File: src/include/nts_verify_macros.svh
`ifndef NTS_VERIFY_MACROS_SVH
`define NTS_VERIFY_MACROS_SVH

//--------------------------------------------------------------------------
// Bus widths
//--------------------------------------------------------------------------

`define NTS_RX_ADDR_W  11   // RX buffer byte address
`define NTS_BYTES_W    10   // Copy length in bytes
`define NTS_WORD_W     64   // Working memory word
`define NTS_KEY_W      256  // AES-SIV-CMAC-256 key

//--------------------------------------------------------------------------
// Working memory layout
//--------------------------------------------------------------------------

`define NTS_MEM_ADDR_W 8    // 256 words of 64 bits

// Word addresses, both even so a pair forms one engine block
`define NTS_MEM_NONCE  4    // Nonce pair, engine block 2
`define NTS_MEM_AD     8    // Associated data, engine block 4 onwards

`endif

File: src/source/nts_ctrl_pkg.sv
`include "nts_verify_macros.svh"

package nts_ctrl_pkg;

  // One-hot operation strobes plus the RX copy window
  typedef struct packed {
    logic                      copy_ad;       // RX to memory at AD base
    logic                      copy_nonce;    // RX to memory at nonce base
    logic                      copy_tag;      // RX to tag registers
    logic                      verify;        // Start engine in decrypt mode
    logic                      generate_tag;  // Store prefetched nonce pair
    logic [`NTS_RX_ADDR_W-1:0] rx_addr;       // First byte in RX buffer
    logic [`NTS_BYTES_W-1:0]   rx_bytes;      // Bytes to copy
  } nts_op_t;

  // Sequencer state, also selects the memory owner
  typedef enum logic [2:0] {
    ST_IDLE,
    ST_RX_INIT,        // First RX read pending
    ST_RX_COPY,        // Words go to working memory
    ST_RX_TAG,         // Words go to tag registers
    ST_VERIFY_WAIT0,   // Engine start in flight
    ST_VERIFY_WAIT1,   // Waiting for engine ready
    ST_NONCE_STORE,    // Pair write, both memory ports
    ST_ERROR           // Rejected operation
  } nts_state_t;

  typedef struct packed {
    logic                      rd_en;
    logic [`NTS_RX_ADDR_W-1:0] addr;
  } nts_rx_req_t;

endpackage

File: src/source/nts_mem_pkg.sv
`include "nts_verify_macros.svh"

package nts_mem_pkg;

  typedef logic [`NTS_MEM_ADDR_W-1:0] nts_mem_addr_t;
  typedef logic [`NTS_WORD_W-1:0]     nts_word_t;

  // Single word write into one memory port
  typedef struct packed {
    logic          en;
    logic          we;
    nts_mem_addr_t addr;
    nts_word_t     data;
  } nts_mem_wr_t;

  typedef struct packed {
    nts_word_t msb;   // Even word address
    nts_word_t lsb;   // Odd word address
  } nts_block_words_t;

  // Engine sees one 128-bit block, memory sees two words
  typedef union packed {
    logic [2*`NTS_WORD_W-1:0] block;
    nts_block_words_t         w;
  } nts_block_u;

endpackage

File: src/source/nts_nonce_prefetch.sv
`include "nts_verify_macros.svh"

module nts_nonce_prefetch (
  input  logic                     i_clk,
  input  logic                     i_areset,
  input  nts_ctrl_pkg::nts_state_t i_state,
  output logic                     o_noncegen_get,
  input  logic                     i_noncegen_ready,
  input  nts_mem_pkg::nts_word_t   i_noncegen_nonce,
  output logic                     o_pair_valid,
  output nts_mem_pkg::nts_mem_wr_t o_mem_wr_a,
  output nts_mem_pkg::nts_mem_wr_t o_mem_wr_b
);

  logic                   get_q;       // Request held until ready
  logic                   a_vld_q;
  logic                   b_vld_q;
  nts_mem_pkg::nts_word_t nonce_a_q;
  nts_mem_pkg::nts_word_t nonce_b_q;
  logic                   store;
  logic                   take;        // Generator word accepted

  assign store = (i_state == nts_ctrl_pkg::ST_NONCE_STORE);
  assign take  = !store && get_q && i_noncegen_ready;

  always_ff @(posedge i_clk or posedge i_areset) begin
    if (i_areset) begin
      get_q   <= 1'b0;
      a_vld_q <= 1'b0;
      b_vld_q <= 1'b0;
    end else if (store) begin
      a_vld_q <= 1'b0;                 // Pair consumed
      b_vld_q <= 1'b0;
    end else if (take) begin
      get_q <= 1'b0;
      if (!a_vld_q) a_vld_q <= 1'b1;   // Slot a fills first
      else          b_vld_q <= 1'b1;
    end else if (!a_vld_q || !b_vld_q) begin
      get_q <= 1'b1;
    end
  end

  always_ff @(posedge i_clk) begin
    if (take && !a_vld_q)     nonce_a_q <= i_noncegen_nonce;
    else if (take && !b_vld_q) nonce_b_q <= i_noncegen_nonce;
  end

  assign o_noncegen_get = get_q;
  assign o_pair_valid   = a_vld_q && b_vld_q;

  // Both words in one cycle, a as block msb
  assign o_mem_wr_a = '{en: store, we: store, data: nonce_a_q,
                        addr: nts_mem_pkg::nts_mem_addr_t'(`NTS_MEM_NONCE)};
  assign o_mem_wr_b = '{en: store, we: store, data: nonce_b_q,
                        addr: nts_mem_pkg::nts_mem_addr_t'(`NTS_MEM_NONCE + 1)};

endmodule

File: config.mk
export PLATFORM = sky130hd
export DESIGN_NAME = nts_nonce_prefetch
export DESIGN_NICKNAME = d
export VERILOG_FILES = /design/src/source/nts_ctrl_pkg.sv /design/src/source/nts_mem_pkg.sv /design/src/source/nts_nonce_prefetch.sv
export VERILOG_INCLUDE_DIRS = /design/src /design/src/include
export SDC_FILE = /design/constraint.sdc
export NUM_CORES = 1
export LEC_CHECK = 0
export ABC_AREA = 1
export BUFFER_PORTS_ARGS = -buffer_cell sky130_fd_sc_hd__buf_2
export CAP_MARGIN = 10
export CORE_MARGIN = 1.5
export CORE_UTILIZATION = 48
export DETAILED_ROUTE_END_ITERATION = 10
export PLACE_DENSITY = 0.92
export SLEW_MARGIN = 20
export SYNTH_ARGS = -nofsm -noshare
export SYNTH_HDL_FRONTEND = slang
export SYNTH_SLANG_ARGS = --single-unit
File: constraint.sdc
create_clock -name i_clk -period 12.3 [get_ports i_clk]
set_clock_uncertainty 0.1 [all_clocks]
set_input_delay 2.46 -clock i_clk [delete_from_list [all_inputs] [get_ports i_clk]]
set_output_delay 2.46 -clock i_clk [all_outputs]
set_load 0.05 [all_outputs]
## Word level (Yosys, flattened, before mapping)

Cells that the tools add are included.
W data, S select, Z words.

- Equal/unequal tests: 1
- Multiplexer cells: 7
- Bitwise operators: 2
- Reductions and logical operators: 15

Operators with widths:

| kind | number |
|---|---|
| $mux W1 | 7 |
| $reduce_and A2 Y1 | 3 |
| $reduce_bool A2 Y1 | 3 |
| $logic_and A1 B1 Y1 | 5 |
| $eq A3 B3 Y1 const B | 1 |
| $logic_not A1 Y1 | 3 |
| $not A1 Y1 | 2 |
| $logic_or A1 B1 Y1 | 1 |

- Register bits after elaboration: 131
- Bits of input ports: 70
- Output and inout bits: 150
- Word-level logic and storage cells: 30

## Longest topological paths before layout

Gate-level depths: netlist of the first run.

- Depth after elaboration: 7
- Mapped depth: 4
- Depth with buffers taken out: 4

## Least setup slack after synthesis of the first run

No wires, ideal clock.

- Path type: in2reg
- Start point: input i_noncegen_ready
- End point: register nonce_a_q[0], enable pin
- Setup time: 0.564 ns
- Arrival time: 6.981 ns
- Data required time: 11.636 ns
- Setup slack: 4.654 ns
- Cell stages on the path: 2
- Path buffers: 0
- Cells stage by stage: nand2_1 > nor3_1

- Longest elaborated chain between the ends: 2

RTL lines:

| what | RTL line | text |
|---|---|---|
| from (decl) | nts_nonce_prefetch.sv:8 | `input logic i_noncegen_ready,` |
| $logic_and A1 B1 Y1 | nts_nonce_prefetch.sv:24 | `assign take = !store && get_q && i_noncegen_ready;` |
| $logic_and A1 B1 Y1 | nts_nonce_prefetch.sv:44 | `if (take && !a_vld_q) nonce_a_q <= i_noncegen_nonce;` |
| to (signal assigned) | nts_nonce_prefetch.sv:44 |  |
| to (decl) | nts_nonce_prefetch.sv:18 | `nts_mem_pkg::nts_word_t nonce_a_q;` |

Every way passes these cells.
A chain may end at the register's enable or synchronous reset.

==> impl_metrics.toml, run 1 <==
[synth]
synth_cell_types = 15
synth_top_area_frac = 0.918
synthTopCellsByArea = "edfxtp_1 (92%), buf_4 (3.6%), dfrtp_1 (1.8%)"
avgSynthCellArea_um2 = 24.2
synth_top_area_cell = "edfxtp_1"
synth_seq_cells = 131
synth_edf_count = 128
synthTopCellsByCount = "edfxtp_1 (128), buf_4 (20), inv_1 (5), nand2_1 (4), dfrtp_1 (3)"
synth_ff_type = "edfxtp_1"
netlist_instances = 173
synth-seq-area-share = 0.936
synth_most_common_cell = "edfxtp_1"
synth_area_um2 = 4190
yosys_warnings = 0
async_reset_ff_frac = 0.0229

[clocking]
cts_num_sinks = 131
ctsResizeCount = 0
cts_tree = "done"
h-tree-depth = 4
clock_path_buffers = 2
path_clk_slew_ns = 0.06
hold_buffers = 0
cts_setup_buffers = 0
insertion_delay_ns = 0.49
cts_inserted_buffers = 17
clockRootBuffer = "clkbuf_8"

[global_route]
grt_usage = 0.181
top_usage_layer = "met2"
grt_use_met3 = 0.0642
grt_pass1_vias = 2234
grt_antenna_before_repair = 0
grt_max_degree = 34
globalRouteMet1Util = 0.211
met2_usage = 0.310
overflow = 0
grt_pass1_wl_um = 11800

[pwr]
p_int_w = 0.000901
finalPower_w = 0.00131
pwr-share-clk = 0.376
power_density_nw_per_um2 = 223
p_leak_nw = 2.42
combPwrFrac = 0.194
seq_power_share = 0.430
switchingPower_w = 0.000407
peakVddDrop_mv = 0.122
swShare = 0.311

[layout]
drive_gt1_frac = 0.607
fin_nets = 462
area_delta_synth_final_pct = 40.1
fill_cells = 558
num_antenna_cells = 0

[worst_setup_path]
crit_slowest_cell = "buf_2"
critPathLaunch = "i_state[1]"
end_kind = "primary output"
crit_path_max_incr_delay_ns = 0.28
cp-start-kind = "input port"
regToRegStartpoint = "o_noncegen_get"
cp_max_fo = 6
worstSetupPathType = "input port to primary output"
crit_chain = "buf_2 -> nand2_2 -> nor2_4 -> buf_2"
critPathRequiredTime_ns = 9.74
arrival_ns = 3.04
cp_common_cell = "buf_2"

[route]
drtAntennaViolNets = 0
drtPass1Iterations = 4
drcViolationCount = 0
wl_per_cell_um = 17.1
wl_um = 8720
vias = 2386
dr.first_iter.drc_count = 125
vias_per_cell = 4.68

[floorplan]
num_rows = 33
die_h_um = 96.4
io_pins = 220
die_area_um2 = 9290
initial_core_util = 0.502
coreArea_um2 = 8340
die_w_um = 96.4

[sta]
finalMaxSlewViolations = 0
period_share = 0.456
timing.fmax_ghz = 0.178
rsz0062_at_grt = "no"
period_needed_ns = 5.60
tightest_slew_ns = 0.930
relSlewSlack = 0.378
hold_viol = 0
setup_tns_ns = 0
final-setup-viol-count = 0

[place]
numPortBuffers = 203
gp_congestion = 0.736
place_hpwl_um = 6110

[run]
max_cap_viol_count = 0

[run_status]
status = "completed"

[hold_path]
min_from = "o_noncegen_get"
min-delay-path-class = "flip-flop to flip-flop"
## kinds of logic (layout without fill, tap and decap cells)
kind of cell,Yosys count,in the layout,synth area share
buffers and inverters,26,244,0.0412
DFF,131,131,0.936
and+or+nand+nor,12,12,0.0176
AOI/OAI and AO/OA,2,2,0.00329
other,2,16,0.00179
## metal layers
layer,vias to the layer above,routed length [µm]
met4,0,105
li1,1067,-
met5,-,0
met2,136,4650
met3,8,700
met1,1175,3270
## critical path, delay by kind of cell
family / cells / cell delay [ns]
buf+inv: 2 / 0.39
simple gates: 2 / 0.19
## sequential cells by signal, indices dropped and copies added, names as in the netlist
name and cells:
o_noncegen_get 1, nonce_a_q 64, nonce_b_q 64, a_vld_q 1, b_vld_q 1
## power by group through the flow
| stage | combinational (W) | clock [W] | sequential (W) |
|---|---|---|---|
| floorplan | 0.0000519 | 0 | 0.000715 |
| global placement | 0.000250 | 0 | 0.000569 |
| detailed placement | 0.000254 | 0 | 0.000572 |
| CTS | 0.000255 | 0.000499 | 0.000564 |
| global route | 0.000264 | 0.000518 | 0.000567 |
| finish | 0.000253 | 0.000492 | 0.000563 |
## path summary, 6_finish.rpt
check                                  to  slack [ns]  cells past startpoint
setup / recovery           o_mem_wr_a[72]        6.70                      4
hold / removal             o_noncegen_get        0.45                      2
setup reg to reg            nonce_b_q[63]        9.92                      5
hold reg to reg            o_noncegen_get        0.45                      2
max in group asynchronous         b_vld_q       10.25                      2
min in group asynchronous  o_noncegen_get        1.72                      2
## layout by cell type, fill, tap and decap left out, types with 3 or more instances in the layout
cell,count
nand2_1,4
buf_4,3
bufinv_16,3
inv_6,3
edfxtp_1,128
inv_1,5
dfrtp_1,3
clkinvlp_4,4
clkbuf_16,16
clkinv_4,3
conb_1,16
buf_2,203
## through the flow
step	std cells	hold WS (ns)	worst slack [ns]	instance area [µm²]	util
global route	510	0.488	6.65	5860	0.703
floorplan	187	0.391	4.65	4240	-
global placement	478	0.438	6.71	5270	0.632
finish	510	0.448	6.70	5860	0.703
CTS	510	0.454	6.68	5860	0.703
detailed placement	478	0.441	6.69	5270	0.632
## cell type report
cell class	count	area (µm²)	area share
inverter	6	22.5	0.00384
sequential	131	3920	0.668
clock buffer	18	418	0.0713
clock inverter	14	178	0.0303
timing repair buffer	206	1040	0.177
multi-input combinational	30	158	0.0269
tap	105	131	0.0224
No activity file was read; power rests on OpenSTA's default activity.
==> run 2: changes to the inputs <==
- ABC_AREA: 1 -> 0
- CORE_UTILIZATION: 48 -> 40
- PLACE_DENSITY: 0.92 -> 0.83
- clock period: 12.3 -> 4.7 ns (I/O delays scaled with it)
==> run 2 against run 1 <==
Against the previous run:
- hold slack got worse by 0.24 ns
- critical path type unchanged
- synthesized area increased by 0.30%
- die area increased by 20%
- sequential power increased to 2.6 times the previous value
- via count decreased by 2.5%
- first-iteration DRC count decreased by 22%
- combinational power increased to 2.7 times the previous value
==> impl_metrics.toml, run 2 <==
[worst_setup_path]
arrival_ns = 1.88
crit_family = "simple AND/OR/NAND/NOR gates"
crit_chain = "buf_2 -> and3b_1 -> buf_2"
cp_max_fo = 9
end_kind = "primary output"
cp_num_buf_inv = 2
cp_common_cell = "buf_2"
crit_slowest_cell = "and3b_1"
crit_path_max_incr_delay_ns = 0.48
worstSetupPathType = "input port to primary output"
cp-start-kind = "input port"
critPathRequiredTime_ns = 3.66
reg2reg_slack_ns = 2.57

[layout]
fill_cells = 779
final_cell_mix = "buf_2 (203), edfxtp_1 (128), conb_1 (16), clkbuf_16 (16), inv_6 (4)"
multi_input_area_um2 = 179
fin_nets = 455
final_common_cell = "buf_2"
seqCellArea_um2 = 3920
biggestRegsByFlops = "nonce_a_q x64, nonce_b_q x64"
area_delta_synth_final_pct = 40.6
num_antenna_cells = 0
drive_gt1_frac = 0.603

[place]
gp_congestion = 0.671
place_hpwl_um = 5490
numPortBuffers = 203

[synth]
async_reset_ff_frac = 0.0229
avgSynthCellArea_um2 = 25.1
synthTopCellsByArea = "edfxtp_1 (92%), buf_4 (3.6%), dfrtp_1 (1.8%)"
synth_edf_count = 128
synth-seq-area-share = 0.933
synth_most_common_cell = "edfxtp_1"
synth_top_area_cell = "edfxtp_1"
yosys_warnings = 0
synth_top_area_frac = 0.915
synth_seq_cells = 131
synth_cell_types = 17
netlist_instances = 167
synthTopCellsByCount = "edfxtp_1 (128), buf_4 (20), dfrtp_1 (3), conb_1 (2), nor2_1 (2)"
synth_ff_type = "edfxtp_1"
synth_area_um2 = 4200

[pwr]
power_density_nw_per_um2 = 585
p_leak_nw = 2.40
peakVddDrop_mv = 0.253

[route]
dr.first_iter.drc_count = 97
drtAntennaViolNets = 0
wl_um = 7810
drtPass1Iterations = 4
vias = 2327
vias_per_cell = 4.36
wl_per_cell_um = 14.6
drcViolationCount = 0

[floorplan]
die_h_um = 105
coreArea_um2 = 10200
die_w_um = 105
initial_core_util = 0.410
num_rows = 37
die_area_um2 = 11100
io_pins = 220

[clocking]
hold_buffers = 0
path_clk_slew_ns = 0.06
cts_tree = "done"
insertion_delay_ns = 0.50
h-tree-depth = 4
clock_path_buffers = 2
cts_inserted_buffers = 17
clockRootBuffer = "clkbuf_8"
ctsResizeCount = 0
cts_setup_buffers = 0
cts_num_sinks = 131

[global_route]
grt_antenna_before_repair = 0
grt_pass1_wl_um = 11700
grt_pass1_vias = 2248
overflow = 0
grt_max_degree = 65
grt_usage = 0.143

[sta]
final-setup-viol-count = 0
holdWs_ns = 0.207
timing.fmax_ghz = 0.343
finalMaxSlewViolations = 0
relSlewSlack = 0.443
period_needed_ns = 2.92
setup_tns_ns = 0
period_share = 0.620
rsz0062_at_grt = "no"
tightest_slew_ns = 0.835
hold_viol = 0

[hold_path]
min-delay-path-class = "input port to asynchronous set/reset pin"

[run_status]
status = "completed"

[run]
max_cap_viol_count = 0
-- run 2: cell types whose count changed in the layout (fill, tap and decap cells not counted), moves of 2 or more --
cell / before / now
nand2_2: 2 / 0
nand3_2: 2 / 0
inv_1: 5 / 1
nor2_4: 2 / 0
nand2_1: 4 / 1
-- run 2: worst reg2reg max path: stages, from the launching register on --
cell	delay, ns
dfrtp_1	0.49
nand2_1	0.20
nor4b_4	0.24
buf_4	0.70
-- run 2: worst paths after layout --
kind / start / endpoint / cells past startpoint
worst max-delay path: i_state[0] / o_mem_wr_b[72] / 3
worst min-delay path: i_areset / o_noncegen_get / 2
worst max register to register: o_noncegen_get / nonce_b_q[47] / 3
worst min register to register: b_vld_q / b_vld_q / 2
max in group asynchronous: i_areset / a_vld_q / 2
min in group i_clk: b_vld_q / b_vld_q / 2
-- run 2: power breakdown --
| part | total [W] | internal (W) | switching (W) |
|---|---|---|---|
| clock network | 0.00129 | 0.000811 | 0.000475 |
| logic | 0.000681 | 0.000120 | 0.000561 |
| registers | 0.00149 | 0.00144 | 0.0000452 |
| total | 0.00345 | 0.00237 | 0.00108 |
-- run 2: kinds of logic (layout without fill, tap and decap cells) --
kind of cell    after synthesis  count (layout)  synth area share
other cells                   2              16           0.00179
buf+inv                      22             239            0.0393
simple gates                  9               9            0.0167
compound gates                3               3           0.00894
flops                       131             131             0.933
-- run 2: final cells by class --
type                            count  area share
Inverter                            1    0.000636
Clock buffer                       17      0.0702
Multi-Input combinational cell     28      0.0303
Tap cell                          136      0.0288
Clock inverter                     15      0.0303
Sequential cell                   131       0.664
Timing Repair Buffer              206       0.176
-- run 2: routing by layer --
| metal | global-route usage | routed length (µm) | vias to the layer above |
|---|---|---|---|
| li1 | - | - | 1055 |
| met1 | 0.169 | 2930 | 1125 |
| met2 | 0.234 | 4060 | 136 |
| met3 | 0.0575 | 701 | 11 |
| met4 | 0.0597 | 112 | 0 |
| met5 | 0 | 0 | - |
-- run 2: metrics by stage --
stage / setup slack [ns] / area [µm²] / instances / power (W) / util
final: 1.78 / 5900 / 534 / 0.00345 / 0.577
after global routing: 1.73 / 5900 / 534 / 0.00359 / 0.577
after CTS: 1.78 / 5900 / 534 / 0.00350 / 0.577
after detailed placement: 1.78 / 5310 / 502 / 0.00220 / 0.519
after global placement: 1.80 / 5310 / 502 / 0.00218 / 0.519
after floorplan: 0.366 / 4260 / 181 / 0.00204 / -
