`config.mk`:
```
export PLATFORM = sky130hd
export DESIGN_NAME = nts_rx_copier
export DESIGN_NICKNAME = d
export VERILOG_FILES = /design/src/source/nts_ctrl_pkg.sv /design/src/source/nts_mem_pkg.sv /design/src/source/nts_rx_copier.sv
export VERILOG_INCLUDE_DIRS = /design/src /design/src/include
export SDC_FILE = /design/constraint.sdc
export NUM_CORES = 1
export LEC_CHECK = 0
export ABC_AREA = 1
export ABC_CLOCK_PERIOD_IN_PS = 2000
export BUFFER_PORTS_ARGS = -buffer_cell sky130_fd_sc_hd__buf_2
export CAP_MARGIN = 20
export CORE_AREA = 4 4 95 97
export DETAILED_ROUTE_END_ITERATION = 8
export DIE_AREA = 0 0 99 101
export GPL_TIMING_DRIVEN = 0
export PLACE_DENSITY = 0.93
export SETUP_SLACK_MARGIN = 0.5
export SLEW_MARGIN = 40
export SYNTH_ARGS = -nofsm -noshare
export SYNTH_HDL_FRONTEND = slang
export SYNTH_SLANG_ARGS = --single-unit
```
`constraint.sdc`:
```
create_clock -name i_clk -period 2 [get_ports i_clk]
set_input_delay 0.1 -clock i_clk [delete_from_list [all_inputs] [get_ports i_clk]]
set_output_delay 0.1 -clock i_clk [all_outputs]
set_load 0.01 [all_outputs]
```
`src/include/nts_verify_macros.svh`:
```
`ifndef NTS_VERIFY_MACROS_SVH
`define NTS_VERIFY_MACROS_SVH

//--------------------------------------------------------------------------
// Bus widths
//--------------------------------------------------------------------------

`define NTS_RX_ADDR_W  11   // RX buffer byte address
`define NTS_BYTES_W    10   // Copy length in bytes
`define NTS_WORD_W     64   // Working memory word
`define NTS_KEY_W      256  // AES-SIV-CMAC-256 key

//--------------------------------------------------------------------------
// Working memory layout
//--------------------------------------------------------------------------

`define NTS_MEM_ADDR_W 8    // 256 words of 64 bits

// Word addresses, both even so a pair forms one engine block
`define NTS_MEM_NONCE  4    // Nonce pair, engine block 2
`define NTS_MEM_AD     8    // Associated data, engine block 4 onwards

`endif

```
`src/source/nts_ctrl_pkg.sv`:
```
`include "nts_verify_macros.svh"

package nts_ctrl_pkg;

  // One-hot operation strobes plus the RX copy window
  typedef struct packed {
    logic                      copy_ad;       // RX to memory at AD base
    logic                      copy_nonce;    // RX to memory at nonce base
    logic                      copy_tag;      // RX to tag registers
    logic                      verify;        // Start engine in decrypt mode
    logic                      generate_tag;  // Store prefetched nonce pair
    logic [`NTS_RX_ADDR_W-1:0] rx_addr;       // First byte in RX buffer
    logic [`NTS_BYTES_W-1:0]   rx_bytes;      // Bytes to copy
  } nts_op_t;

  // Sequencer state, also selects the memory owner
  typedef enum logic [2:0] {
    ST_IDLE,
    ST_RX_INIT,        // First RX read pending
    ST_RX_COPY,        // Words go to working memory
    ST_RX_TAG,         // Words go to tag registers
    ST_VERIFY_WAIT0,   // Engine start in flight
    ST_VERIFY_WAIT1,   // Waiting for engine ready
    ST_NONCE_STORE,    // Pair write, both memory ports
    ST_ERROR           // Rejected operation
  } nts_state_t;

  typedef struct packed {
    logic                      rd_en;
    logic [`NTS_RX_ADDR_W-1:0] addr;
  } nts_rx_req_t;

endpackage

```
`src/source/nts_mem_pkg.sv`:
```
`include "nts_verify_macros.svh"

package nts_mem_pkg;

  typedef logic [`NTS_MEM_ADDR_W-1:0] nts_mem_addr_t;
  typedef logic [`NTS_WORD_W-1:0]     nts_word_t;

  // Single word write into one memory port
  typedef struct packed {
    logic          en;
    logic          we;
    nts_mem_addr_t addr;
    nts_word_t     data;
  } nts_mem_wr_t;

  typedef struct packed {
    nts_word_t msb;   // Even word address
    nts_word_t lsb;   // Odd word address
  } nts_block_words_t;

  // Engine sees one 128-bit block, memory sees two words
  typedef union packed {
    logic [2*`NTS_WORD_W-1:0] block;
    nts_block_words_t         w;
  } nts_block_u;

endpackage

```
`src/source/nts_rx_copier.sv`:
```
`include "nts_verify_macros.svh"

module nts_rx_copier (
  input  logic                      i_clk,
  input  logic                      i_areset,
  input  nts_ctrl_pkg::nts_op_t     i_op,
  input  nts_ctrl_pkg::nts_state_t  i_state,
  input  logic                      i_rx_wait,
  input  logic                      i_rx_rd_dv,
  input  nts_mem_pkg::nts_word_t    i_rx_rd_data,
  output nts_ctrl_pkg::nts_rx_req_t o_rx_req,
  output nts_mem_pkg::nts_mem_wr_t  o_mem_wr,
  output logic [1:0]                o_tag_we,
  output nts_mem_pkg::nts_word_t    o_tag_word,
  output logic                      o_done
);

  logic [`NTS_RX_ADDR_W-1:0]  next_q;       // Next RX byte address to read
  logic [`NTS_RX_ADDR_W-1:0]  last_q;       // End of copy window
  nts_mem_pkg::nts_mem_addr_t mem_addr_q;
  logic                       first_q;      // First read not yet issued
  logic                       tag_idx_q;    // 0 msb word, 1 lsb word
  logic                       accept;
  logic                       active;
  logic                       word_dv;
  logic                       step;         // Read issued this cycle
  logic                       mem_we;
  logic                       tag_we;

  assign accept = (i_state == nts_ctrl_pkg::ST_IDLE) &&
                  (i_op.copy_ad || i_op.copy_nonce || i_op.copy_tag);
  assign active = i_state inside {nts_ctrl_pkg::ST_RX_INIT, nts_ctrl_pkg::ST_RX_COPY,
                                  nts_ctrl_pkg::ST_RX_TAG};
  assign word_dv = !i_rx_wait && i_rx_rd_dv && !first_q;   // Nothing valid before 1st read
  assign step    = active && !i_rx_wait && (first_q || i_rx_rd_dv);   // Wait stalls all
  assign mem_we  = word_dv && (i_state == nts_ctrl_pkg::ST_RX_COPY);
  assign tag_we  = word_dv && (i_state == nts_ctrl_pkg::ST_RX_TAG);

  //--------------------------------------------------------------------------
  // Address walk
  //--------------------------------------------------------------------------

  always_ff @(posedge i_clk or posedge i_areset) begin
    if (i_areset) begin
      next_q     <= '0;
      last_q     <= '0;
      mem_addr_q <= '0;
      first_q    <= 1'b0;
      tag_idx_q  <= 1'b0;
    end else if (accept) begin
      next_q     <= i_op.rx_addr;
      last_q     <= i_op.rx_addr + {1'b0, i_op.rx_bytes};
      mem_addr_q <= i_op.copy_ad ? nts_mem_pkg::nts_mem_addr_t'(`NTS_MEM_AD)
                                 : nts_mem_pkg::nts_mem_addr_t'(`NTS_MEM_NONCE);
      first_q    <= 1'b1;
      tag_idx_q  <= 1'b0;
    end else begin
      if (step) begin
        next_q  <= next_q + `NTS_RX_ADDR_W'(8);   // 64-bit reads
        first_q <= 1'b0;
      end
      if (mem_we) mem_addr_q <= mem_addr_q + nts_mem_pkg::nts_mem_addr_t'(1);
      if (tag_we) tag_idx_q <= !tag_idx_q;
    end
  end

  assign o_rx_req   = '{rd_en: step, addr: next_q};
  assign o_mem_wr   = '{en: mem_we, we: mem_we, addr: mem_addr_q, data: i_rx_rd_data};
  assign o_tag_we   = {tag_we && tag_idx_q, tag_we && !tag_idx_q};
  assign o_tag_word = i_rx_rd_data;
  assign o_done     = step && (next_q >= last_q);   // Read at or past the window end

  // RX data only answers a read that was issued
  a_dv_after_rd: assert property (@(posedge i_clk) disable iff (i_areset)
    $rose(i_rx_rd_dv) |-> $past(step));

endmodule

```
-- Word level (Yosys, flattened, before mapping)
Cells that the tools add are included.
- output and inout port bits: 153
- logic and storage cells: 42
- bits in registers: 32
- input bits: 97
- $lt $le $gt $ge: 1
- add/subtract/negate cells: 3
- mux-type cells: 9
- equality and inequality tests: 3
- reductions and logical operators: 21
- operator list (kind ; count):
    11-bit two-way mux ; 2
    8-bit two-way mux ; 2
    11-bit by 10-bit adder with 11-bit output ; 1
    11-bit by 4-bit adder with 11-bit output (second input constant) ; 1
    11-bit greater-or-equal comparator ; 1
    1-bit logical AND ; 10
    8-bit by 1-bit adder with 8-bit output (second input constant) ; 1
    3-bit by 2-bit equality test with 1-bit output (second input constant) ; 2
    2-bit nonzero test ; 3
    1-bit two-way mux ; 4
    4-bit two-way mux ; 1
    3-bit by 1-bit equality test with 1-bit output (second input constant) ; 1
    1-bit logical NOT ; 3
    3-bit logical NOT ; 1
    1-bit logical OR ; 3
    3-bit nonzero test ; 1

-- Logic depth before layout (Yosys ltp)
Gate-level depths: netlist of run 1.
- depth in word-level cells: 6
- mapped depth: 11
- depth with buffers taken out: 11

-- Worst setup path before layout of run 1
Ideal clock, no wire load.
- path type: register to output
- start: register next_q[10]
- end: output port o_done
- setup slack: 0.619 ns
- arrival: 1.281 ns
- data required time: 1.900 ns
- path buffers: 0
- stages on the path, launching flop included: 8
- cell sequence: dfrtp_1 -> ha_1 -> nand2_1 -> nor2_1 -> nand3b_1 -> nand3_1 -> nor2_1 -> nor2_1
- longest elaborated chain between the ends: 2
- RTL lines (what ; line ; source):
    from (decl) ; nts_rx_copier.sv:18 ; logic [`NTS_RX_ADDR_W-1:0] next_q;
    from (signal assigned) ; nts_rx_copier.sv:51 ; next_q <= i_op.rx_addr;
    from (signal assigned) ; nts_rx_copier.sv:59 ; next_q <= next_q + `NTS_RX_ADDR_W'(8);
    11-bit greater-or-equal comparator ; nts_rx_copier.sv:71 ; assign o_done = step && (next_q >= last_q);
    1-bit logical AND ; nts_rx_copier.sv:71 ;
    to (decl) ; nts_rx_copier.sv:15 ; output logic o_done
No other way between the ends.

-- Worst setup path in the final report of run 1
- start: register next_q[6]
- end: output port o_done
Same word-level chain as after synthesis.

==> run metrics, run 1 <==
status finished clean; std cell rows 33; post-synthesis mux area share 0%; GPL Wtd Cong 0.881; RSZ-0062 raised after global routing true; simple-gate share of the synthesized area 24.0%; max frequency 531 MHz; Post-DP HPWL between 7 and 8 mm; Logic pwr share 53.1%; clk sinks 32; worst clock skew approximately 0.0036 ns; Unique masters post-synth 31; IO buf count 183; power density cells 679 nW/um^2; final setup margin 0.116 ns; largest net degree at the start of global routing 33; number of synthesized flops with an enable pin 0; Clk network pwr share 18.7%; drt drc 0; top cells by area, synth buf_4, dfrtp_1, nand2_1; io pins 250; sequential fraction of the synthesis area between 20% and 30%; reg2reg setup slack 0.43 ns; filler instances 725; Total GRT Usage 18.6%; largest family of logic cells by synthesized area buffers and inverters; DR WL met2 5.58 mm; worst vdd ir 0.329 mV; Worst Hold Endpoint next_q[0]; crit path kind reg2out; routed metal-1 wire length 3.56 mm; CTS Buf Count 5; most area-hungry cell type in the Yosys netlist buf_4; Synth Area in Compound Gates roughly 7.8%; Internal 2.03 mW; Top Metal Used met4; Worst setup SP type flop; most numerous cell in the Yosys netlist buf_4; Clock Latency Late Sink 0.29 ns; Final ANT Viol Nets 0; core footprint 8130 sq um; Longest Clk Path Bufs 2; worst-path fanout max 4; Hold Path Cell Cnt 3; Max Cap Viol 0; register share of total power 28.1%; via count 3,747; HP Start i_op[10]; Avg Cell Area, Syn 7.14 sq um; Die Width 99 um; worst r2r dst next_q[6]; design area 4900 sq um; clk slew on worst S/H paths 0.07 ns; time the worst path needs with I/O delays and setup 1.88 ns; grt ovf 0; Primary FF master, synth dfrtp_1; Initial Util 42.1%; P&R area growth vs syn 43.1%; Final Cycle Share 94.2%; met3 routed WL 1.16 mm; Pleak 2.83 nW; top cells by count, synth buf_4, nand2_1, inv_1; vias in the first global route 3,375; Yosys warnings 0; Synthesized Nets 600; Pins Over Slew Limit 0; drt via density 4.73; Final Power roughly 3.3 mW; hold crit path type in2reg; die area 10000 sq um; fin util 60.2%; CTS tree built; final std cells w/o fill 792; crit end category output pin; global-route wire length before repair approximately 15 mm; Wirelength per Cell 13.4 um; endpoints failing setup 0; pre-CTS worst setup slack 0.390 ns; detailed-router iteration count before antenna repair 8; nets around 800; required time worst endpoint 1.90 ns; async set-or-reset flop fraction in the synthesized netlist 100%; clk root buf clkbuf_8; Rel. slew slack 55.1%; share of post-route cells with drive strength above 1 55.5%; drt total wl roughly 11 mm; Post-Synthesis Cells 479; Adder-Cell Fraction of Synth Area ~9%; chip height between 100 and 150 um; switch share 39.1%; Worst-Margin Slew roughly 0.67 ns; WHS 0.0380 ns; share of the synthesized area in the top cell type 28.7%; Antenna diodes 0; CP Launch Point next_q[6]; final hold vios 0; setup tns final 0 ns; Synth Cell Area around 3400 sq um; post-synthesis xor/xnor area fraction 0.512%; initial antenna violation count 0; Placed Area 4470 sq um; arrival time worst endpoint 1.78 ns; dpl cells 767; Seq cells post-synth 32; FF-to-FF Start next_q[3]; Sw Pwr 1.30 mW; DRT iter0 DRCs 194; Reg2Reg Depth 8; CTS HTree Levels 2
## timing repair
action,in CTS,in global routing
setup endpoints to repair,5,9
endpoints found under the hold margin,32,0
pin swaps,0,12
setup buffers,7,9
gates resized for setup,14,26
hold buffers,1,0
## power groups by stage
stage               Sequential, mW  Combinational (mW)  Clock, mW
finish                       0.935                1.77      0.624
global route                 0.948                1.92      0.650
CTS                          0.925                1.49      0.623
detailed placement           0.938                1.30          0
global placement             0.935                1.26          0
floorplan                    0.943               0.861          0
## worst max-delay path by stage
stage	end	slack [ns]	cells past startpoint
final	o_done	0.12	7
after global routing	o_done	0.07	8
after CTS	o_done	0.22	8
after detailed placement	last_q[6]	0.39	12
after global placement	last_q[6]	0.42	12
after floorplan	o_done	0.62	7
## cell type report
type	instances	area, sq um	area share (%)
clock buffer	6	72.6	1.48
multi-input combinational	261	1590	32.5
tap	105	131	2.68
buffer	136	1020	20.8
timing repair buffer	200	1050	21.4
clock inverter	2	35.0	0.716
inverter	50	188	3.83
sequential	32	807	16.5
## logic make-up after synthesis
kind of cell / after synthesis
and+or+nand+nor: 187
adders and majority gates: 24
xor gates and xnor gates: 2
DFF: 32
AOI/OAI and AO/OA: 48
buffers and inverters: 186
## metal layers
layer / global-route usage [%] / vias up
li1: - / 1809
met1: 20.4 / 1680
met2: 35.4 / 229
met3: 4.29 / 29
met4: 5.57 / 0
met5: 0 / -
## worst max-delay path, cell delays in order (launching register included)
cell and delay [ns]:
dfrtp_2 0.46, ha_4 0.31, nand4_1 0.10, nand3b_1 0.20, nand3_2 0.12, nor2_2 0.04, nor2_1 0.13, buf_2 0.15
## cells in the final DEF, fill, tap and decap left out, types with 2 or more instances in the layout
| cell | instances |
|---|---|
| buf_2 | 185 |
| buf_4 | 146 |
| nand2_1 | 100 |
| inv_1 | 45 |
| nor2_1 | 30 |
| dfrtp_1 | 27 |
| nand3_1 | 25 |
| o21ai_0 | 16 |
| a21oi_1 | 14 |
| ha_1 | 14 |
| ha_4 | 9 |
| nand4_1 | 8 |
| nor2_2 | 6 |
| inv_2 | 5 |
| clkbuf_8 | 5 |
| dfrtp_2 | 5 |
| o21ai_1 | 4 |
| o22ai_1 | 4 |
| nand3b_1 | 4 |
| nor2_4 | 3 |
| buf_6 | 3 |
| nand2_2 | 3 |
| o211ai_1 | 3 |
| nand3_4 | 2 |
| clkbuf_1 | 2 |
| xor2_1 | 2 |
| nor3_2 | 2 |
| o21bai_1 | 2 |
## state kept, by name, summed over array words and instances (netlist names)
signal      count
first_q         1
last_q         11
mem_addr_q      8
next_q         11
tag_idx_q       1
Note: power is estimated with default switching activity, not from simulation.
==> run 2: changes to the inputs <==
==> constraint.sdc (replaced) <==
create_clock -name i_clk -period 2 [get_ports i_clk]
set_input_delay 0.4 -clock i_clk [delete_from_list [all_inputs] [get_ports i_clk]]
set_output_delay 0.4 -clock i_clk [all_outputs]
set_load 0.01 [all_outputs]
==> run 2 against run 1 <==
Effect of this change: the flow now finishes with violations (setup timing); setup slack worse by 0.26 ns; combinational power up 3%; utilization up 2.2 points; register-to-register slack better by 0.11 ns; global-route usage up 0.30 points; largest cell class unchanged; critical path type unchanged; maximum frequency down 12%; highest routed layer unchanged.
==> run metrics, run 2 (synthesis results as in run 1) <==
status complete, but fails checks; failing checks setup timing; std cell rows 33 (unchanged); Antenna diodes 0 (unchanged); design area 5080 sq um (+3.7%); via count 3,762 (+0.40%); time the worst path needs with I/O delays and setup 2.15 ns (+0.264 ns); nets 812 (+0.62%); Pleak 2.87 nW (+1.3%); Final Power 3.45 mW (+3.9%); Initial Util 42.1% (unchanged); Max Cap Viol 0 (unchanged); worst clock skew 0.00559 ns (+0.00198 ns); Clock Latency Late Sink 0.29 ns (about the same); hold crit path type in2async; power density cells 680 nW/um^2 (+0.15%); P&R area growth vs syn 48.4%; worst-path fanout max 2 (-2); detailed-router iteration count before antenna repair 6 (-2); global-route wire length before repair 15.7 mm (+2.3%); chip height 101 um (unchanged); final setup margin -0.148 ns (-0.264 ns); grt ovf 0 (unchanged); Top Registers last_q x11, next_q x11, mem_addr_q x8; IO buf count 183 (unchanged); share of post-route cells with drive strength above 1 59.1% (+3.6 points); CTS tree built; most frequent cells in the layout buf_2, buf_4, nand2_1; GPL Wtd Cong 0.916 (+4.0%); Die Width 99 um (unchanged); Post-DP HPWL 7.70 mm (-2.1%); Rel. slew slack 55.2% (about the same); worst vdd ir 0.302 mV (-8.1%); Post-CTS Hold Fix Bufs 0 (-1); fin util 62.4% (+2.2 points); Longest Clk Path Bufs 2 (unchanged); drt drc 0 (unchanged); io pins 250 (unchanged); die area 10000 sq um (unchanged); clk root buf clkbuf_8; max frequency 466 MHz (-12%); Final ANT Viol Nets 0 (unchanged); Seq. cell area 810 sq um (+0.31%); filler instances 717 (-1.1%); crit end category output pin; RSZ-0062 raised after global routing true; Final Cycle Share 107% (+13 points); DRT iter0 DRCs 241 (+24%); final hold vios 0 (unchanged); drt via density 4.72 (-0.23%); multi-input logic area 1690 sq um (+6.0%); Placed Area 4560 sq um (+2.1%); Pins Over Slew Limit 0 (unchanged); CTS Buf Count 5 (unchanged); required time worst endpoint 1.60 ns (-0.30 ns); vias in the first global route 3,603 (+6.8%); clk sinks 32 (unchanged); commonest non-fill, non-tap cell in the layout buf_2; clk slew on worst S/H paths 0.07 ns (about the same); initial antenna violation count 0 (unchanged); CTS HTree Levels 2 (unchanged); arrival time worst endpoint 1.75 ns (-0.03 ns); drt total wl 10.7 mm (+0.60%); core footprint 8130 sq um (unchanged); Wirelength per Cell 13.4 um (about the same); endpoints failing setup 1 (+1); Worst-Margin Slew 0.671 ns (-0.000660 ns); Total GRT Usage 18.9% (+0.30 points); Worst setup SP type flop; largest net degree at the start of global routing 33 (unchanged); crit path kind reg2out
run 2: stage by stage:
stage | setup TNS [ns] | setup slack (ns) | cells | hold WS (ns)
floorplan | 0 | 0.375 | 479 | 0.449
global placement | 0 | 0.187 | 767 | 0.467
detailed placement | 0 | 0.167 | 767 | 0.470
CTS | -0.0354 | -0.0354 | 792 | 0.239
global route | -0.206 | -0.206 | 797 | 0.267
finish | -0.148 | -0.148 | 797 | 0.206
run 2: final cells by class:
type	count	share of cell area [%]
well taps	105	2.59
clock buffers	7	1.90
multi-input cells	261	33.3
repair buffers	205	21.8
clock inverters	1	0.591
flip-flops and latches	32	15.9
inverters	50	3.70
plain buffers	136	20.2
run 2: where the power goes:
| part | internal, mW | switching (mW) | total [mW] | leakage [nW] |
|---|---|---|---|---|
| combinational | 0.909 | 0.920 | 1.83 | 2.41 |
| clock | 0.440 | 0.253 | 0.692 | 0.0645 |
| sequential | 0.793 | 0.140 | 0.933 | 0.393 |
| total | 2.14 | 1.31 | 3.45 | 2.87 |
run 2: routing by layer:
layer  vias to the layer above  routed length [um]  GRT usage (%)
li1                       1824                   -              -
met1                      1656                3590           20.4
met2                       247                5510           35.4
met3                        35                1200           4.29
met4                         0                 361           7.56
met5                         -                   0              0
run 2: final timing paths:
kind / from / end / slack, ns / cells past startpoint
setup / recovery: next_q[9] / o_done / -0.15 / 8
hold / removal: i_areset / mem_addr_q[0] / 0.21 / 2
setup reg to reg: first_q / mem_addr_q[5] / 0.54 / 8
hold reg to reg: last_q[1] / last_q[1] / 0.51 / 2
max in group asynchronous: i_areset / next_q[4] / 1.32 / 2
min in group i_clk: i_op[12] / next_q[2] / 0.34 / 3
run 2: repair_timing:
| action | CTS | global route |
|---|---|---|
| setup endpoints to repair | 6 | 10 |
| resized for setup | 25 | 27 |
| cloned | 0 | 0 |
| setup buffers | 17 | 5 |
| pin swaps | 12 | 12 |
run 2: critical path: stages, from the launching register on:
cell	delay (ns)
dfrtp_2	0.43
ha_4	0.28
nand2_2	0.08
nor2_4	0.14
nand3b_1	0.13
nand3_1	0.11
nor2_2	0.05
nor2_2	0.10
buf_2	0.14
==> run 3: changes to the inputs <==
Settings changed: SETUP_SLACK_MARGIN 0.5 to 0.05.
==> run 3 against run 2 <==
Effect of this change: the flow still finishes with violations (setup timing); critical path depth decreased by 2; maximum frequency decreased by 2.0%; cell count decreased by 1.3%; sequential share of layout area increased by 0.92 points; worst hold slack about the same; clock power decreased by 9.7%; die area unchanged; total power decreased by 6.6%; flip-flop and latch count unchanged; cell area decreased by 5.7%; critical endpoint unchanged; largest cell class unchanged; highest routed layer unchanged.
==> run metrics, run 3 (synthesis results as in run 1) <==
Longest Clk Path Bufs 2 (unchanged); Logic pwr share 51.8% (-1.2 points); Pins Over Slew Limit 0 (unchanged); initial antenna violation count 0 (unchanged); Seq. cell area 807 sq um (-0.31%); io pins 250 (unchanged); Internal 1.98 mW (-7.6%); share of post-route cells with drive strength above 1 53.5% (-5.6 points); Worst setup SP type flop; most frequent cells in the layout buf_2, buf_4, nand2_1; endpoints failing setup 1 (unchanged); IO buf count 183 (unchanged); largest net degree at the start of global routing 33 (unchanged); switch share 38.7% (+0.69 points); Top Registers last_q x11, next_q x11, mem_addr_q x8; Critical-path top delay cell dfrtp_2; Sw Pwr 1.25 mW (-4.9%); CTS HTree Levels 2 (unchanged); failing checks setup timing; filler instances 741 (+3.3%); Antenna diodes 0 (unchanged); CTS tree built; Post-DP HPWL 7.87 mm (+2.2%); Final Power 3.23 mW (-6.6%); hold crit path type in2async; required time worst endpoint 1.60 ns (about the same); chip height 101 um (unchanged); Max Cap Viol 0 (unchanged); Rel. slew slack 54.7% (-0.54 points); drt drc 0 (unchanged); grt ovf 0 (unchanged); commonest non-fill, non-tap cell in the layout buf_2; arrival time worst endpoint 1.79 ns (+0.04 ns); time the worst path needs with I/O delays and setup 2.19 ns (+0.0437 ns); RSZ-0062 raised after global routing true; std cell rows 33 (unchanged); core footprint 8130 sq um (unchanged); nets 802 (-1.2%); Clock Latency Late Sink 0.29 ns (about the same); crit end category output pin; Clk network pwr share 19.4% (-0.6 points); WHS 0.205 ns (-0.000373 ns); clk sinks 32 (unchanged); Critical Path Most Common Cell nor2_1; max frequency 456 MHz (-2.0%); final setup margin -0.192 ns (-0.0437 ns); final hold vios 0 (unchanged); drt total wl 10.3 mm (-3.8%); pre-CTS worst setup slack 0.0903 ns (-0.0764 ns); drt via density 4.71 (-0.29%); status complete, but fails checks; clk root buf clkbuf_8; Wirelength per Cell 13.0 um (-2.6%); Post-CTS Hold Fix Bufs 0 (unchanged); P&R area growth vs syn 39.9%; critical path cell sequence ha_4 > nand4_1 > nor3_2 > nor2_1 > nor2_1 > buf_2; CP peak stage delay 0.45 ns (+0.02 ns); crit path kind reg2out; multi-input logic area 1530 sq um (-9.6%); Total GRT Usage 18.8% (-0.064 points); die area 10000 sq um (unchanged); Initial Util 42.1% (unchanged); clk slew on worst S/H paths 0.07 ns (about the same); worst-path fanout max 5 (+3); Final ANT Viol Nets 0 (unchanged); design area 4790 sq um (-5.7%); Final Cycle Share 110% (+2.2 points); worst vdd ir 0.306 mV (+1.3%); Pleak 2.80 nW (-2.3%); power density cells 674 nW/um^2 (-0.86%); Placed Area 4470 sq um (-2.1%); global-route wire length before repair 15.6 mm (-0.91%); Reg2Reg Depth 7 (-1); Die Width 99 um (unchanged); GPL Wtd Cong 0.881 (-3.9%); CTS Buf Count 5 (unchanged); register share of total power 28.8% (+1.8 points); detailed-router iteration count before antenna repair 5 (-1); fin util 58.8% (-3.6 points); vias in the first global route 3,404 (-5.5%); DRT iter0 DRCs 235 (-2.5%); via count 3,704 (-1.5%); worst clock skew 0.00569 ns (+0.0000978 ns); Worst-Margin Slew 0.679 ns (+0.00803 ns)
run 3: cell count changes in the layout (fill, tap and decap cells not counted), moves of 6 or more:
| cell | before | now |
|---|---|---|
| buf_4 | 151 | 143 |
| ha_1 | 8 | 16 |
| nor2_1 | 29 | 35 |
| inv_2 | 10 | 4 |
| inv_1 | 40 | 46 |
| ha_4 | 13 | 7 |
| buf_6 | 8 | 2 |
run 3: routing by layer:
metal	global-route usage, %	share of wire [%]	vias up	routed length, um
li1	-	-	1795	-
met5	0	0	-	0
met4	5.78	2.0	0	209
met3	4.43	12	23	1210
met2	34.8	52	246	5300
met1	21.4	34	1640	3540
run 3: final cells by class:
cell class	instances	area share, %
multi-input cells	261	31.9
plain buffers	136	21.3
repair buffers	195	21.0
flip-flops and latches	32	16.9
inverters	50	3.92
well taps	105	2.75
clock buffers	6	1.52
clock inverters	2	0.732
run 3: worst max-delay path, delay by kind of cell, from the launching register on:
kind	cells	cell delay (ns)
fa+ha+maj	1	0.30
buf+inv	1	0.15
flops	1	0.45
simple gates	4	0.59
run 3: power by group through the flow:
stage | Combinational [mW] | Clock [mW] | Sequential, mW
5_1_grt | 1.82 | 0.655 | 0.943
3_5_place_dp | 1.30 | 0 | 0.938
3_3_place_gp | 1.26 | 0 | 0.935
4_1_cts | 1.49 | 0.623 | 0.925
6_report | 1.67 | 0.625 | 0.930
2_1_floorplan | 0.861 | 0 | 0.943
run 3: path summary, 6_finish.rpt:
check	startpoint	to	slack, ns
min in group i_clk	i_op[10]	next_q[0]	0.34
max in group asynchronous	i_areset	next_q[6]	1.30
min	i_areset	mem_addr_q[1]	0.21
max	next_q[5]	o_done	-0.19
min reg2reg	last_q[1]	last_q[1]	0.50
max reg2reg	next_q[4]	next_q[9]	0.52
run 3: stage by stage:
step | cells | TNS (ns)
after detailed placement | 767 | 0
final | 787 | -0.192
after global routing | 787 | -0.190
after global placement | 767 | 0
after floorplan | 479 | 0
after CTS | 782 | -0.0750
run 3: what timing repair did:
action                                  in CTS  in global routing
gates cloned                                 0                  0
gates resized for setup                     13                  8
endpoints found under the setup margin       1                  2
buffers inserted                             7                  5
pin swaps                                    1                  8
